`src/common/link_pkg.sv`:
```
// Link package, beat layout, frame constant and header byte fields for the link receiver
`default_nettype none

package link_pkg;

  // ####################
  // Framing
  // ####################

  // All eight byte-lane frames set, beat is valid
  localparam logic [7:0] FRAME_ON = 8'hFF;

  // ####################
  // Header byte
  // ####################

  // Sits in the top byte of a head beat
  typedef struct packed {
    logic       write;     // 1 = write, 0 = read request
    logic [1:0] datamode;  // Access size
    logic [3:0] ctrlmode;  // Mesh control bits
    logic       spare;     // Unused
  } link_hdr_t;

  // ####################
  // Beat views
  // ####################

  // First beat of a packet
  typedef struct packed {
    link_hdr_t   hdr;      // [63:56]
    logic [23:0] spare;    // [55:32] unused
    logic [31:0] dstaddr;  // [31:0]
  } head_beat_t;

  // Second beat of a packet
  typedef struct packed {
    logic [31:0] data;     // [63:32]
    logic [31:0] srcaddr;  // [31:0]
  } tail_beat_t;

  // One 64-bit link word, read as head or tail by beat phase
  typedef union packed {
    head_beat_t head;
    tail_beat_t tail;
  } beat_t;

endpackage

`default_nettype wire

```
`src/common/emesh_pkg.sv`:
```
// Mesh package, transaction struct and receive buffer sizing for the mesh port
`default_nettype none

package emesh_pkg;

  // ####################
  // Buffer sizing
  // ####################

  localparam int RX_FIFO_DEPTH = 4;                       // Entries per channel
  localparam int RX_FIFO_AFULL = 2;                       // Wait threshold, entries in use
  localparam int RX_CNT_W      = 3;                       // Count width, holds 0..DEPTH
  localparam int RX_PTR_W      = $clog2(RX_FIFO_DEPTH);   // Pointer width

  // ####################
  // Transaction
  // ####################

  // Full mesh transaction, 103 bits
  // Field order follows the mesh port bundle
  typedef struct packed {
    logic        write;     // Write or read request
    logic [1:0]  datamode;  // Access size
    logic [3:0]  ctrlmode;  // Control bits
    logic [31:0] dstaddr;   // Target address
    logic [31:0] srcaddr;   // Return address for reads
    logic [31:0] data;      // Write data
  } emesh_tran_t;

endpackage

`default_nettype wire

```
`src/link_rx/link_rx_fifo.sv`:
```
// Receive FIFO, small circular buffer of mesh transactions with an almost-full flag
`timescale 1ns/1ps
`default_nettype none

module link_rx_fifo (
  input  logic                   rxi_lclk,    // Link clock
  input  logic                   reset,       // Sync reset, active high
  input  logic                   push,        // Write one entry
  input  emesh_pkg::emesh_tran_t push_tran,   // Entry to write
  input  logic                   pop,         // Drop the oldest entry
  output logic                   head_valid,  // At least one entry
  output emesh_pkg::emesh_tran_t head_tran,   // Oldest entry
  output logic                   afull        // Count at or above threshold
);
  import emesh_pkg::*;

  emesh_tran_t         mem [RX_FIFO_DEPTH];  // Storage
  logic [RX_PTR_W-1:0] wr_ptr;
  logic [RX_PTR_W-1:0] rd_ptr;
  logic [RX_CNT_W-1:0] count;                // Entries in use
  logic                full;
  logic                do_push;
  logic                do_pop;

  // Wrap at depth, not at pointer width
  function automatic logic [RX_PTR_W-1:0] ptr_inc(input logic [RX_PTR_W-1:0] ptr);
    ptr_inc = (ptr == RX_PTR_W'(RX_FIFO_DEPTH - 1)) ? '0 : ptr + 1'b1;
  endfunction

  assign full    = (count == RX_CNT_W'(RX_FIFO_DEPTH));
  assign do_push = push && !full;
  assign do_pop  = pop && head_valid;

  // ####################
  // Storage
  // ####################

  always_ff @(posedge rxi_lclk) begin
    if (do_push)
      mem[wr_ptr] <= push_tran;
  end

  // ####################
  // Pointers and count
  // ####################

  always_ff @(posedge rxi_lclk) begin
    if (reset) begin
      wr_ptr <= '0;
      rd_ptr <= '0;
      count  <= '0;
    end else begin
      if (do_push) wr_ptr <= ptr_inc(wr_ptr);
      if (do_pop)  rd_ptr <= ptr_inc(rd_ptr);
      case ({do_push, do_pop})
        2'b10:   count <= count + 1'b1;  // Fill
        2'b01:   count <= count - 1'b1;  // Drain
        default: count <= count;         // Both or neither
      endcase
    end
  end

  assign head_valid = (count != '0);
  assign head_tran  = mem[rd_ptr];                        // Valid only with head_valid
  assign afull      = (count >= RX_CNT_W'(RX_FIFO_AFULL));

  // Transmitter must honour the wait flag in time
  a_no_push_full: assert property (@(posedge rxi_lclk) disable iff (reset) push |-> !full)
    else $error("link_rx_fifo: push while full");

  // Arbiter must only pop a channel that offers something
  a_no_pop_empty: assert property (@(posedge rxi_lclk) disable iff (reset) pop |-> head_valid)
    else $error("link_rx_fifo: pop while empty");

endmodule

`default_nettype wire

```
`src/link_rx/link_rx_channel.sv`:
```
// Link channel receiver that frames beats into two-beat packets and buffers one direction
`timescale 1ns/1ps
`default_nettype none

module link_rx_channel #(
  parameter bit TAKE_WRITES = 1'b1              // 1 keeps writes, 0 keeps reads
) (
  input  logic                   rxi_lclk,      // Link clock
  input  logic                   reset,         // Sync reset, active high
  input  link_pkg::beat_t        rxi_data,      // One link beat
  input  logic [7:0]             rxi_frame,     // Byte-lane frames
  input  logic                   pop,           // From arbiter
  output logic                   head_valid,    // Packet waiting
  output emesh_pkg::emesh_tran_t head_tran,     // Oldest packet
  output logic                   rxo_wait       // Back toward transmitter
);
  import link_pkg::*;
  import emesh_pkg::*;

  // One-hot beat phase
  typedef enum logic [1:0] {
    PH_HEAD = 2'b01,
    PH_TAIL = 2'b10
  } phase_e;

  phase_e      phase;       // Which beat comes next
  logic        framed;      // Beat valid this cycle
  logic        head_beat;   // Framed beat in head phase
  logic        tail_beat;   // Framed beat in tail phase
  head_beat_t  head_q;      // Latched head view
  emesh_tran_t pkt;         // Packet assembled on the tail
  logic        keep;        // Direction matches this channel
  logic        fifo_afull;

  // ####################
  // Beat framing
  // ####################

  assign framed    = (rxi_frame == FRAME_ON);
  assign head_beat = framed && (phase == PH_HEAD);
  assign tail_beat = framed && (phase == PH_TAIL);

  // Phase toggles per framed beat
  // Any gap puts it back to head
  always_ff @(posedge rxi_lclk) begin
    if (reset) begin
      phase <= PH_HEAD;
    end else if (!framed) begin
      phase <= PH_HEAD;                  // Gap so next beat opens a packet
    end else if (head_beat) begin
      phase <= PH_TAIL;
    end else begin
      phase <= PH_HEAD;                  // Tail done
    end
  end

  // Head view kept until the tail shows up
  always_ff @(posedge rxi_lclk) begin
    if (head_beat)
      head_q <= rxi_data.head;
  end

  // ####################
  // Packet assembly
  // ####################

  always_comb begin
    pkt.write    = head_q.hdr.write;
    pkt.datamode = head_q.hdr.datamode;
    pkt.ctrlmode = head_q.hdr.ctrlmode;
    pkt.dstaddr  = head_q.dstaddr;
    pkt.srcaddr  = rxi_data.tail.srcaddr;  // Straight off the wire
    pkt.data     = rxi_data.tail.data;
  end

  // Other channel takes the rest
  assign keep = (pkt.write == TAKE_WRITES);

  // ####################
  // Buffer
  // ####################

  // Tail written on the same edge it is sampled
  link_rx_fifo fifo (
    .rxi_lclk   (rxi_lclk),
    .reset      (reset),
    .push       (tail_beat && keep),
    .push_tran  (pkt),
    .pop        (pop),
    .head_valid (head_valid),
    .head_tran  (head_tran),
    .afull      (fifo_afull)
  );

  // Wait flag one cycle behind the count
  always_ff @(posedge rxi_lclk) begin
    if (reset)
      rxo_wait <= 1'b0;
    else
      rxo_wait <= fifo_afull;
  end

endmodule

`default_nettype wire

```
`src/logic/emesh_rx_arbiter.sv`:
```
// Mesh arbiter that merges write and read channels onto one mesh port with write priority
`timescale 1ns/1ps
`default_nettype none

module emesh_rx_arbiter (
  input  logic                   wr_valid,       // Write channel has a packet
  input  emesh_pkg::emesh_tran_t wr_tran,        // Oldest write
  input  logic                   rd_valid,       // Read channel has a packet
  input  emesh_pkg::emesh_tran_t rd_tran,        // Oldest read
  input  logic                   emesh_wr_wait,  // Mesh stalls everything
  input  logic                   emesh_rd_wait,  // Mesh stalls reads
  output logic                   wr_pop,         // Write taken this cycle
  output logic                   rd_pop,         // Read taken this cycle
  output logic                   emesh_access,   // Transaction on the port
  output emesh_pkg::emesh_tran_t emesh_tran      // Selected transaction
);
  import emesh_pkg::*;

  logic wr_sel;  // Write wins the port
  logic rd_sel;  // Read wins the port

  // ####################
  // Selection
  // ####################

  // Write priority always
  // Reads also blocked by the write wait
  always_comb begin
    wr_sel = wr_valid && !emesh_wr_wait;
    rd_sel = rd_valid && !wr_sel && !emesh_wr_wait && !emesh_rd_wait;
  end

  // ####################
  // Mesh port
  // ####################

  assign emesh_access = wr_sel || rd_sel;
  assign emesh_tran   = wr_sel ? wr_tran : rd_tran;  // Read path when idle

  // Pop on the edge the packet is taken
  assign wr_pop = wr_sel;
  assign rd_pop = rd_sel;

endmodule

`default_nettype wire

```
`src/logic/link_receiver.sv`:
```
// Link receiver top, write and read channel receivers merged onto one mesh port
`timescale 1ns/1ps
`default_nettype none

module link_receiver (
  input  logic                   rxi_lclk,       // Link clock, also mesh side
  input  logic                   reset,          // Sync reset, active high
  input  link_pkg::beat_t        rxi_data,       // Link beat
  input  logic [7:0]             rxi_frame,      // Byte-lane frames
  input  logic                   emesh_wr_wait,  // From mesh
  input  logic                   emesh_rd_wait,  // From mesh
  output logic                   rxo_wr_wait,    // To transmitter, write channel
  output logic                   rxo_rd_wait,    // To transmitter, read channel
  output logic                   emesh_access,   // Mesh transaction valid
  output emesh_pkg::emesh_tran_t emesh_tran      // Mesh transaction
);
  import emesh_pkg::*;

  logic        wr_head_valid;
  emesh_tran_t wr_head_tran;
  logic        wr_pop;
  logic        rd_head_valid;
  emesh_tran_t rd_head_tran;
  logic        rd_pop;

  // ####################
  // Channel receivers
  // ####################

  // Keeps writes only
  link_rx_channel #(.TAKE_WRITES(1'b1)) wr_rx (
    .rxi_lclk   (rxi_lclk),
    .reset      (reset),
    .rxi_data   (rxi_data),
    .rxi_frame  (rxi_frame),
    .pop        (wr_pop),
    .head_valid (wr_head_valid),
    .head_tran  (wr_head_tran),
    .rxo_wait   (rxo_wr_wait)
  );

  // Keeps read requests only
  link_rx_channel #(.TAKE_WRITES(1'b0)) rd_rx (
    .rxi_lclk   (rxi_lclk),
    .reset      (reset),
    .rxi_data   (rxi_data),
    .rxi_frame  (rxi_frame),
    .pop        (rd_pop),
    .head_valid (rd_head_valid),
    .head_tran  (rd_head_tran),
    .rxo_wait   (rxo_rd_wait)
  );

  // ####################
  // Merge
  // ####################

  emesh_rx_arbiter arb (
    .wr_valid      (wr_head_valid),
    .wr_tran       (wr_head_tran),
    .rd_valid      (rd_head_valid),
    .rd_tran       (rd_head_tran),
    .emesh_wr_wait (emesh_wr_wait),
    .emesh_rd_wait (emesh_rd_wait),
    .wr_pop        (wr_pop),
    .rd_pop        (rd_pop),
    .emesh_access  (emesh_access),
    .emesh_tran    (emesh_tran)
  );

endmodule

`default_nettype wire

```
`config.mk`:
```
export PLATFORM = sky130hd
export DESIGN_NAME = link_receiver
export DESIGN_NICKNAME = d
export VERILOG_FILES = /design/src/common/link_pkg.sv /design/src/common/emesh_pkg.sv /design/src/link_rx/link_rx_fifo.sv /design/src/link_rx/link_rx_channel.sv /design/src/logic/emesh_rx_arbiter.sv /design/src/logic/link_receiver.sv
export SDC_FILE = /design/constraint.sdc
export NUM_CORES = 1
export LEC_CHECK = 0
export BUFFER_PORTS_ARGS = -buffer_cell sky130_fd_sc_hd__buf_4
export CORE_MARGIN = 1
export CORE_UTILIZATION = 55
export CTS_BUF_LIST = sky130_fd_sc_hd__clkbuf_16
export DETAILED_ROUTE_END_ITERATION = 7
export PLACE_DENSITY_LB_ADDON = 0.05
export SLEW_MARGIN = 20
export SYNTH_ARGS = -nofsm -noshare
export SYNTH_HDL_FRONTEND = slang
export SYNTH_SLANG_ARGS = --single-unit
```
`constraint.sdc`:
```
create_clock -name rxi_lclk -period 4.2 [get_ports rxi_lclk]
set_input_delay 0.42 -clock rxi_lclk [delete_from_list [all_inputs] [get_ports rxi_lclk]]
set_output_delay 0.42 -clock rxi_lclk [all_outputs]
set_load 0.1 [all_outputs]
```
==> summary.md, run 1 <==
| Metric | Value |
|---|---|
| Status | complete, no violations |
| Worst-Margin Slew | around 0.95 ns |
| Die outline width | 253 um |
| Crit path max fanout | 38 |
| Fin nets | 1967 |
| Worst setup SP type | flip-flop |
| Fillers | 4137 |
| Yosys cell types | 38 |
| CP cell instances | nor3_2 > or2_4 > inv_4 > buf_4 > nand2_1 > nand2_1 > buf_4 |
| Routed WL per cell | 25.5 um |
| Setup_tns | 0 ns |
| Worst-skew pair later-pin latency | 0.64 ns |
| Global-route wire length before repair | 106000 um |
| Register area | 0.0276 mm^2 |
| Yosys reg bits | 926 |
| GP Congestion | 0.718 |
| MaxCap Viol Count | 0 |
| Critical path class | flip-flop to output port |
| P_leak | 13.2 nW |
| Layout area overhead | 16.5% |
| CTS tree | yes |
| CP max-delay cell | inv_4 |
| Switching part of the total | 0.189 |
| Post-Route WL | 71100 um |
| DP HPWL | 38200 um |
| Fmax | 283 MHz |
| Reg2reg path depth | 9 |
| P per Cell Area | approximately 450 mW/mm^2 |
| Row count | 91 |
| Sink Count | 926 |
| Skew final | 0.0259 ns |
| YS warnings | 0 |
| RSZ-0062 raised after global routing | no |
| Area leader, netlist | edfxtp_1 |
| Period minus WS final | 3.53 ns |
| CP max stage delay | around 0.53 ns |
| Gate Count Post-Synth | 1615 |
| Int Pwr | 14.7 mW |
| Root buffer cell | clkbuf_16 |
| Initial DRC Count | 1241 |
| Largest net degree at the start of global routing | 104 |
| Slew Limit Fails | 0 |
| P_sw | 3.43 mW |
| Flop pwr share | 0.556 |
| GRT Total Usage | 0.230 |
| RR Endpoint | wr_rx.fifo.count[2] |
| Port Buffer Count | approximately 180 |
| Comb power frac | 0.008 |
| Worst vdd ir | 0.375 mV |
| Netlist area before placement | ~0.035 mm^2 |
| Final Cycle Share | 0.841 |
| Multi-input gate area | 0.00651 mm^2 |
| Clk buf depth | 3 |
| Layout cell share with drive strength beyond 1 | 0.297 |
| Final Hold Fails | 0 |
| Sequential area share after synthesis | 0.799 |
| Synth area leaders | edfxtp_1 (78%), mux4_2 (13%), nand2_1 (3.4%), dfxtp_1 (1.4%), buf_6 (0.49%) |
| Final Core Density | 0.651 |
| Post-synth EDFFs | 902 |
| Antenna violations before repair | 3 |
| Antenna viol nets, final | 0 |
| Initial Utilization | 0.558 |
| Hold Crit Class | input port to flip-flop |
| R2R Setup Slk | 1.27 ns |
| Number of global-route vias before repair | 16900 |
| Overflow after GRT | 0 |
| Area share of the largest cell type after synthesis | 0.785 |
| Power share of the clock group | 0.436 |
| Critical Path AT | 3.11 ns |
| H-tree Lvls | 3 |
| Total CTS buffers | 93 |
| Critical R2R Launch | wr_rx.fifo.count[2] |
| Ys flop type | edfxtp_1 |
| Reg clk slew, reported paths | 0.06 ns |
| Largest delay share family, worst path | buffers and inverters |
| Core footprint | between 0.06 and 0.07 mm^2 |
| Critical Path RT | between 3 and 4 ns |
| 1st-pass router iterations | 5 |
| Final setup violation count | 0 |
| Async set-or-reset flop fraction in the synthesized netlist | 0 |
| Net Count, Synth | about 1700 |
| Full die area | around 0.064 mm^2 |
| Crit path to | emesh_tran[53] |
| CP Depth | 7 |
| CP Capture Type | output port |
| Drt via density | 5.74 |
| DRC | 0 |
| CP startpoint | wr_rx.fifo.count[2] |
| Mapped Avg Cell Area | 21.4 um^2 |
| Die Y | 253 um |
| Worst slew margin | 0.367 |
| Num ports | roughly 180 |
| CP bufs+invs | 3 |
| Via Count | approximately 16000 |
through the flow:
| step | area [um^2] | hold slack, ns | cells | total power [mW] | worst slack, ns |
|---|---|---|---|---|---|
| 3_3_place_gp | 37100 | 0.451 | 2598 | 10.4 | 1.26 |
| 6_report | 40200 | 0.0402 | 2790 | 18.1 | 0.666 |
| 5_1_grt | 40200 | 0.0107 | 2790 | 18.6 | 0.430 |
| 4_1_cts | 40200 | 0.000842 | 2789 | 18.3 | 0.568 |
| 3_5_place_dp | 37100 | 0.466 | 2598 | 10.4 | 1.21 |
| 2_1_floorplan | 34500 | 0.454 | 1615 | 10.3 | 0.136 |
registers in the layout (all words and copies together), names as in the netlist, 3 cells and up, named ones only:
name and count:
rd_rx.fifo.mem 412, wr_rx.fifo.mem 412, rd_rx.head_q 39, wr_rx.head_q 38, rd_rx.fifo.count 3, wr_rx.fifo.count 3
kinds of logic (layout without fill, tap and decap cells):
group | count (synthesis) | in the layout | share of synthesized area
adders and majority gates | 14 | 14 | 0.00551
muxes | 208 | 208 | 0.135
AOI/OAI and AO/OA | 17 | 17 | 0.00377
DFF | 926 | 926 | 0.799
other | 0 | 1 | 0
xor gates and xnor gates | 4 | 4 | 0.00101
buffers and inverters | 85 | 422 | 0.0142
and+or+nand+nor | 361 | 361 | 0.0418
worst min-delay path by stage:
stage                            end                 start  depth (start not counted)  slack, ns
2_1_floorplan              flip-flop  wr_rx.fifo.rd_ptr[1]                          2       0.45
3_3_place_gp               flip-flop  wr_rx.fifo.rd_ptr[1]                          2       0.45
3_5_place_dp               flip-flop  wr_rx.fifo.rd_ptr[1]                          2       0.47
4_1_cts        wr_rx.fifo.mem[3][30]          rxi_data[62]                          1     0.0008
5_1_grt         wr_rx.fifo.mem[0][1]          rxi_data[33]                          1       0.01
6_report            wr_rx.head_q[24]          rxi_data[24]                          1       0.04
routing by layer:
layer | vias to the layer above | wire length (um) | track usage | part of all wire
met1 | 8500 | 29800 | 0.316 | 0.42
met5 | - | 22 | 0 | 0.00031
li1 | 6985 | - | - | -
met4 | 4 | 1400 | 0.0620 | 0.020
met3 | 98 | 4050 | 0.0444 | 0.057
met2 | 422 | 35900 | 0.381 | 0.50
Yosys cell counts (7+ instances only):
cell        n
a21oi_1     8
buf_1       7
buf_2      24
buf_4       8
buf_6      15
clkbuf_1   17
dfxtp_1    24
edfxtp_1  902
ha_1       12
inv_1      13
mux4_2    206
nand2_1   316
nor2_1     17
what timing repair did:
| action | in CTS | in global routing |
|---|---|---|
| buffers inserted | 0 | 0 |
| gates resized for setup | 0 | 0 |
| hold endpoints to repair | 164 | 0 |
| hold buffers | 21 | 0 |
cell type report:
cell class | count | share of cell area
antenna | 1 | 0.0000622
clock buffer | 98 | 0.0610
clock inverter | 72 | 0.0124
inverter | 14 | 0.00137
multi-input combinational | 604 | 0.162
sequential | 926 | 0.686
tap | 837 | 0.0260
timing repair buffer | 238 | 0.0516
cells in the final DEF, fill, tap and decap left out, types with 2 or more instances in the layout:
cell / instances
a21oi_1: 8
and2_4: 4
and3_4: 4
buf_12: 19
buf_4: 198
bufinv_16: 6
clkbuf_16: 98
clkinv_1: 16
clkinv_2: 26
clkinv_8: 2
clkinvlp_4: 2
dfxtp_1: 20
dfxtp_4: 4
dlygate4sd3_1: 21
edfxtp_1: 902
fa_1: 2
ha_1: 12
inv_1: 32
mux2i_1: 2
mux4_2: 206
nand2_1: 316
nand2b_1: 2
nand3_1: 2
nor2_1: 17
nor2b_1: 2
nor3_1: 2
nor3b_4: 2
o21ai_0: 3
o31ai_1: 2
or3_1: 4
xor2_1: 4
power groups by stage:
stage          clock, mW  combinational, mW  sequential, mW
3_3_place_gp           0              0.129            10.3
4_1_cts             8.05              0.155            10.1
3_5_place_dp           0              0.138            10.3
5_1_grt             8.39              0.167            10.1
6_report            7.91              0.154            10.1
2_1_floorplan          0            0.00504            10.3
Power figures use the tool's default switching activity.
==> inputs of run 2 (changes only) <==
--- a/config.mk
+++ b/config.mk
@@ -5,6 +5,7 @@
 export SDC_FILE = /design/constraint.sdc
 export NUM_CORES = 1
 export LEC_CHECK = 0
+export ABC_AREA = 1
 export BUFFER_PORTS_ARGS = -buffer_cell sky130_fd_sc_hd__buf_4
 export CORE_MARGIN = 1
 export CORE_UTILIZATION = 55
==> constraint.sdc (replaced) <==
create_clock -name rxi_lclk -period 3.45 [get_ports rxi_lclk]
set_input_delay 0.345 -clock rxi_lclk [delete_from_list [all_inputs] [get_ports rxi_lclk]]
set_output_delay 0.345 -clock rxi_lclk [all_outputs]
set_load 0.1 [all_outputs]
==> summary.md, run 2 <==
| Metric | Value |
|---|---|
| Met1 Use GR | 0.339 |
| Gate Count Post-Synth | 2786 |
| Clk buf depth | 3 |
| Initial Utilization | 0.556 |
| Ys flop type | edfxtp_1 |
| Register area | 0.0276 mm^2 |
| Routed WL per cell | 21.4 um |
| Most instantiated library cell after synthesis | edfxtp_1 |
| Yosys reg bits | 926 |
| Largest registers | rd_rx.fifo.mem: 412 flops, wr_rx.fifo.mem: 412 flops, rd_rx.head_q: 39 flops |
| Post-synth top cells | edfxtp_1 (902), nand2_1 (653), nor2_1 (347), nand3_1 (314), o21ai_0 (204) |
| Fin area | 0.0420 mm^2 |
| Worst-skew pair later-pin latency | 0.64 ns |
| Dpl cell area | 0.0382 mm^2 |
| Post-Route WL | 84600 um |
| Hold Crit Class | input port to flip-flop |
| Antenna violations before repair | 0 |
| Initial DRC Count | 1675 |
| Sequential area share after synthesis | 0.772 |
| Comb power frac | 0.128 |
| Skew final | 0.0148 ns |
| Layout cell share with drive strength beyond 1 | 0.125 |
| Most frequent cells in the layout | edfxtp_1 (902), nand2_1 (653), nor2_1 (339), nand3_1 (314), buf_4 (205) |
| Number of diodes | 0 |
| Int Pwr | around 19 mW |
| Setup_tns | 0 ns |
| Worst vdd ir | between 0.4 and 0.5 mV |
| CP Capture Type | output port |
| Via Count | about 22000 |
| Mapped Avg Cell Area | 12.8 um^2 |
| Global-route wire length before repair | 128000 um |
| P_leak | 15.0 nW |
| Antenna viol nets, final | 0 |
| Multi-input gate area | a little over 0.007 mm^2 |
| Crit path max fanout | 40 |
| Fillers | 4715 |
| Worst slew margin | 0.409 |
| Critical Path RT | 3.11 ns |
| Area share of the largest cell type after synthesis | 0.759 |
| 1st-pass router iterations | 7 |
| Worst Hold Launch | rxi_data[1] |
| Port Buffer Count | 181 |
| Most common cell after layout, fill and taps aside | edfxtp_1 |
| Core footprint | 0.0642 mm^2 |
| Row count | 93 |
| Die Y | 257 um |
| DP Worst Slack | 0.794 ns |
| P_sw | 6.81 mW |
| Power share of the clock group | 0.401 |
| Slew Limit Fails | 0 |
| P per Cell Area | 624 mW/mm^2 |
| CTS tree | yes |
| GR Util met2 | 0.431 |
| Switching part of the total | 0.260 |
| Final Cycle Share | 0.944 |
| H-tree Lvls | 3 |
| Yosys cell types | 24 |
| Largest net degree at the start of global routing | 135 |
| Reg clk slew, reported paths | ~0.06 ns |
| Die outline width | roughly 260 um |
| Final setup violation count | 0 |
| GP Congestion | 0.765 |
| Critical R2R Launch | wr_rx.fifo.count[1] |
| Post-synth EDFFs | 902 |
| MaxCap Viol Count | 0 |
| Synth area leaders | edfxtp_1 (76%), nand2_1 (6.9%), nand3_1 (4.4%), nor2_1 (3.6%), o21ai_0 (2.9%) |
| Post-route setup slack | slightly below 0.2 ns |
| Worst-Margin Slew | 0.887 ns |
| Overflow after GRT | 0 |
| Critical Path AT | between 2 and 3 ns |
| Layout area overhead | 17.7% |
| Final Hold Fails | 0 |
| Fin nets | 3107 |
| Post-CTS Setup Inserts | 0 |
| GRT Total Usage | 0.257 |
| Net Count, Synth | 2876 |
| Worst setup SP type | flip-flop |
| Fmax | between 300 and 400 MHz |
| DRC | 0 |
| Drt via density | 5.63 |
| Total CTS buffers | 93 |
| Most used routing layer | met2 |
| Sink Count | 926 |
| Netlist area before placement | 0.0357 mm^2 |
| Async set-or-reset flop fraction in the synthesized netlist | 0 |
| Full die area | 0.0659 mm^2 |
| Flop pwr share | 0.471 |
| Final Core Density | 0.654 |
| Num ports | 182 |
| Root buffer cell | clkbuf_16 |
| RSZ-0062 raised after global routing | no |
| YS warnings | 0 |
| Area leader, netlist | edfxtp_1 |
| DP HPWL | 45600 um |
| Period minus WS final | ~3.3 ns |
| CP startpoint | wr_rx.fifo.count[1] |
| Met3 Usage GRT | 0.0499 |
| Status | complete, no violations |
| Number of global-route vias before repair | 21800 |
| Hold Slack | between 0.03 and 0.04 ns |
| Critical path class | flip-flop to output port |
-- run 2: changes by cell type after synthesis, sizes merged, moves of 47 or more --
cell / previous run / this run
nand3: 2 / 315
nor2: 17 / 347
buf: 54 / 101
mux4: 206 / 0
nand2: 316 / 654
o21ai: 3 / 318
-- run 2: area by class of cell --
| type | instances | share of cell area |
|---|---|---|
| multi-input combinational | 1661 | 0.173 |
| sequential | 926 | 0.656 |
| tap | 855 | 0.0255 |
| clock buffer | 96 | 0.0572 |
| clock inverter | 77 | 0.0195 |
| inverter | 40 | 0.00393 |
| timing repair buffer | 295 | 0.0645 |
-- run 2: cells by family (layout without fill, tap and decap cells) --
group	Yosys count	after routing	synth area share
flops	926	926	0.772
buf+inv	199	508	0.0263
simple gates	1320	1320	0.150
fa+ha+maj	14	14	0.00533
compound gates	327	327	0.0458
-- run 2: path summary, 6_finish.rpt --
check                          endpoint  slack [ns]  depth (start not counted)
setup / recovery         emesh_tran[41]        0.19                          8
hold / removal          wr_rx.head_q[1]        0.03                          1
setup reg to reg    wr_rx.fifo.count[2]        0.78                         12
hold reg to reg   wr_rx.fifo.mem[0][95]        0.49                          0
-- run 2: power by group through the flow --
| stage | combinational, mW | sequential, mW | clock [mW] |
|---|---|---|---|
| 6_report | 3.35 | 12.3 | 10.5 |
| 5_1_grt | 3.56 | 12.3 | 11.1 |
| 4_1_cts | 3.37 | 12.3 | 10.7 |
| 3_5_place_dp | 3.31 | 12.6 | 0 |
| 3_3_place_gp | 3.27 | 12.6 | 0 |
| 2_1_floorplan | 2.37 | 12.5 | 0 |
-- run 2: worst max-delay path, stage by stage, from the launching register on --
cell and delay [ns]:
dfxtp_1 0.35, inv_1 0.09, nand3_2 0.11, nand2_4 0.24, inv_4 0.58, buf_4 0.38
nand2_1 0.10, nand2_1 0.08, buf_4 0.29
-- run 2: per-layer routing --
| metal | share of wire | wire (um) | vias up |
|---|---|---|---|
| met1 | 0.41 | 35000 | 11100 |
| li1 | - | - | 10300 |
| met5 | 0 | 0 | - |
| met2 | 0.49 | 41900 | 726 |
| met4 | 0.023 | 1980 | 0 |
| met3 | 0.069 | 5810 | 131 |
-- run 2: through the flow --
stage | power (mW) | std cells
final | 26.2 | 3950
after CTS | 26.4 | 3950
after detailed placement | 15.9 | 3714
after floorplan | 14.9 | 2786
after global routing | 27.0 | 3950
after global placement | 15.9 | 3714
-- run 2: what timing repair did --
action	in CTS	in global routing
hold buffers	63	0
gates resized for setup	0	0
hold endpoints to repair	558	0
==> inputs of run 3 (changes only) <==
--- a/config.mk
+++ b/config.mk
@@ -5,7 +5,6 @@
 export SDC_FILE = /design/constraint.sdc
 export NUM_CORES = 1
 export LEC_CHECK = 0
-export ABC_AREA = 1
 export BUFFER_PORTS_ARGS = -buffer_cell sky130_fd_sc_hd__buf_4
 export CORE_MARGIN = 1
 export CORE_UTILIZATION = 55
==> summary.md, run 3 (synthesis gave the netlist of run 1 again) <==
| Metric | Value |
|---|---|
| Global-route wire length before repair | around 110000 um |
| Routed WL per cell | around 25 um |
| Most frequent cells in the layout | edfxtp_1 (902), nand2_1 (316), mux4_2 (206), buf_4 (200), clkbuf_16 (95) |
| Antenna violations before repair | 1 |
| CP cell instances | nor3_2 > or2_4 > inv_4 > buf_4 > nand2_1 > nand2_1 > buf_4 |
| Total CTS buffers | 92 |
| Hold_buf cts | 62 |
| CTS resizes | 0 |
| DP HPWL | 39600 um |
| Antenna viol nets, final | 0 |
| H-tree Lvls | 3 |
| Final Core Density | 0.662 |
| P_leak | 13.5 nW |
| P per Cell Area | 551 mW/mm^2 |
| MaxCap Viol Count | 0 |
| Port Buffer Count | 181 |
| Crit path max fanout | 27 |
| Drt via density | between 5 and 6 |
| Slew Limit Fails | 0 |
| GP Congestion | 0.719 |
| Final setup violation count | 0 |
| GRT Total Usage | 0.227 |
| Skew final | 0.0129 ns |
| Period minus WS final | 3.19 ns |
| Worst-skew pair later-pin latency | 0.62 ns |
| Fin nets | 2018 |
| Core footprint | 0.0618 mm^2 |
| Worst setup SP type | flip-flop |
| Initial DRC Count | 1378 |
| Final Non-Filler Cells | 2836 |
| CP max-delay cell | buf_4 |
| Critical path class | flip-flop to output port |
| Layout cell share with drive strength beyond 1 | 0.293 |
| Worst slew margin | 0.544 |
| Status | complete, no violations |
| Largest registers | rd_rx.fifo.mem: 412 flops, wr_rx.fifo.mem: 412 flops, rd_rx.head_q: 39 flops |
| Placed insts | 2609 |
| Multi-input gate area | approximately 0.0065 mm^2 |
| Worst Hold Path Cells | 1 |
| Full die area | 0.0638 mm^2 |
| Number of diodes | 0 |
| Reg clk slew, reported paths | 0.06 ns |
| Final Hold Fails | 0 |
| Critical Path RT | between 3 and 4 ns |
| Post-CTS Setup Inserts | 0 |
| Die outline width | about 250 um |
| Register area | around 0.028 mm^2 |
| CTS tree | yes |
| Worst-Margin Slew | between 0.6 and 0.7 ns |
| DRC | 0 |
| Clk buf depth | 3 |
| Fmax | 313 MHz |
| Sink Count | 926 |
| Largest net degree at the start of global routing | 98 |
| CP bufs+invs | 3 |
| CP Depth | 7 |
| Critical Path AT | 2.85 ns |
| Dpl cell area | 0.0373 mm^2 |
| Number of global-route vias before repair | 17200 |
| Overflow after GRT | 0 |
| Fin area | 0.0409 mm^2 |
| Root buffer cell | clkbuf_16 |
| 1st-pass router iterations | 5 |
| Row count | 91 |
| Hold Crit Class | input port to flip-flop |
| Reg2reg path depth | 4 |
| Worst vdd ir | 0.406 mV |
| Initial Utilization | 0.558 |
| Num ports | 182 |
| CP max stage delay | 0.46 ns |
| CP Capture Type | output port |
| Setup_tns | 0 ns |
| Largest delay share family, worst path | buffers and inverters |
| Final Cycle Share | 0.925 |
| RSZ-0062 raised after global routing | no |
| Via Count | 16200 |
| Fillers | 4072 |
| Most common cell after layout, fill and taps aside | edfxtp_1 |
| Layout area overhead | 18.6% |
| Post-Route WL | 70300 um |
| Die Y | 253 um |
==> run 3: path summary, 6_finish.rpt <==
path	slack, ns	start	end
max reg2reg	0.85	rd_rx.head_q[63]	rd_rx.fifo.mem[0][3]
min	0.04	rxi_data[0]	rd_rx.fifo.mem[2][32]
max	0.26	wr_rx.fifo.count[2]	emesh_tran[26]
min reg2reg	0.47	wr_rx.fifo.rd_ptr[1]	flip-flop
==> run 3: cell type report <==
class / count / share of cell area
sequential: 926 / 0.674
clock inverter: 70 / 0.0164
clock buffer: 95 / 0.0581
multi-input combinational: 604 / 0.159
timing repair buffer: 290 / 0.0655
inverter: 14 / 0.00135
tap: 837 / 0.0256
==> run 3: metrics by stage <==
step | power [mW] | hold slack [ns] | setup slack, ns
floorplan | 12.5 | 0.444 | 0.507
global placement | 12.7 | 0.451 | 0.799
detailed placement | 12.7 | 0.465 | 0.789
CTS | 22.7 | 0.00214 | 0.186
global route | 23.1 | 0.0273 | 0.133
finish | 22.5 | 0.0373 | 0.259
==> run 3: layer usage <==
| layer | track usage | part of all wire | up-vias |
|---|---|---|---|
| met5 | 0 | 0.00018 | - |
| met1 | 0.326 | 0.43 | 8610 |
| met4 | 0.0571 | 0.017 | 2 |
| met3 | 0.0306 | 0.047 | 89 |
| li1 | - | - | 7083 |
| met2 | 0.375 | 0.50 | 411 |
==> run 3: power by group <==
group          leakage (nW)  internal [mW]  total (mW)  switching (mW)
sequential             8.30           12.3        12.3         0.00166
clock                  1.57           6.01        10.0            4.03
combinational          3.60          0.104       0.233           0.129
total                  13.5           18.4        22.5            4.16
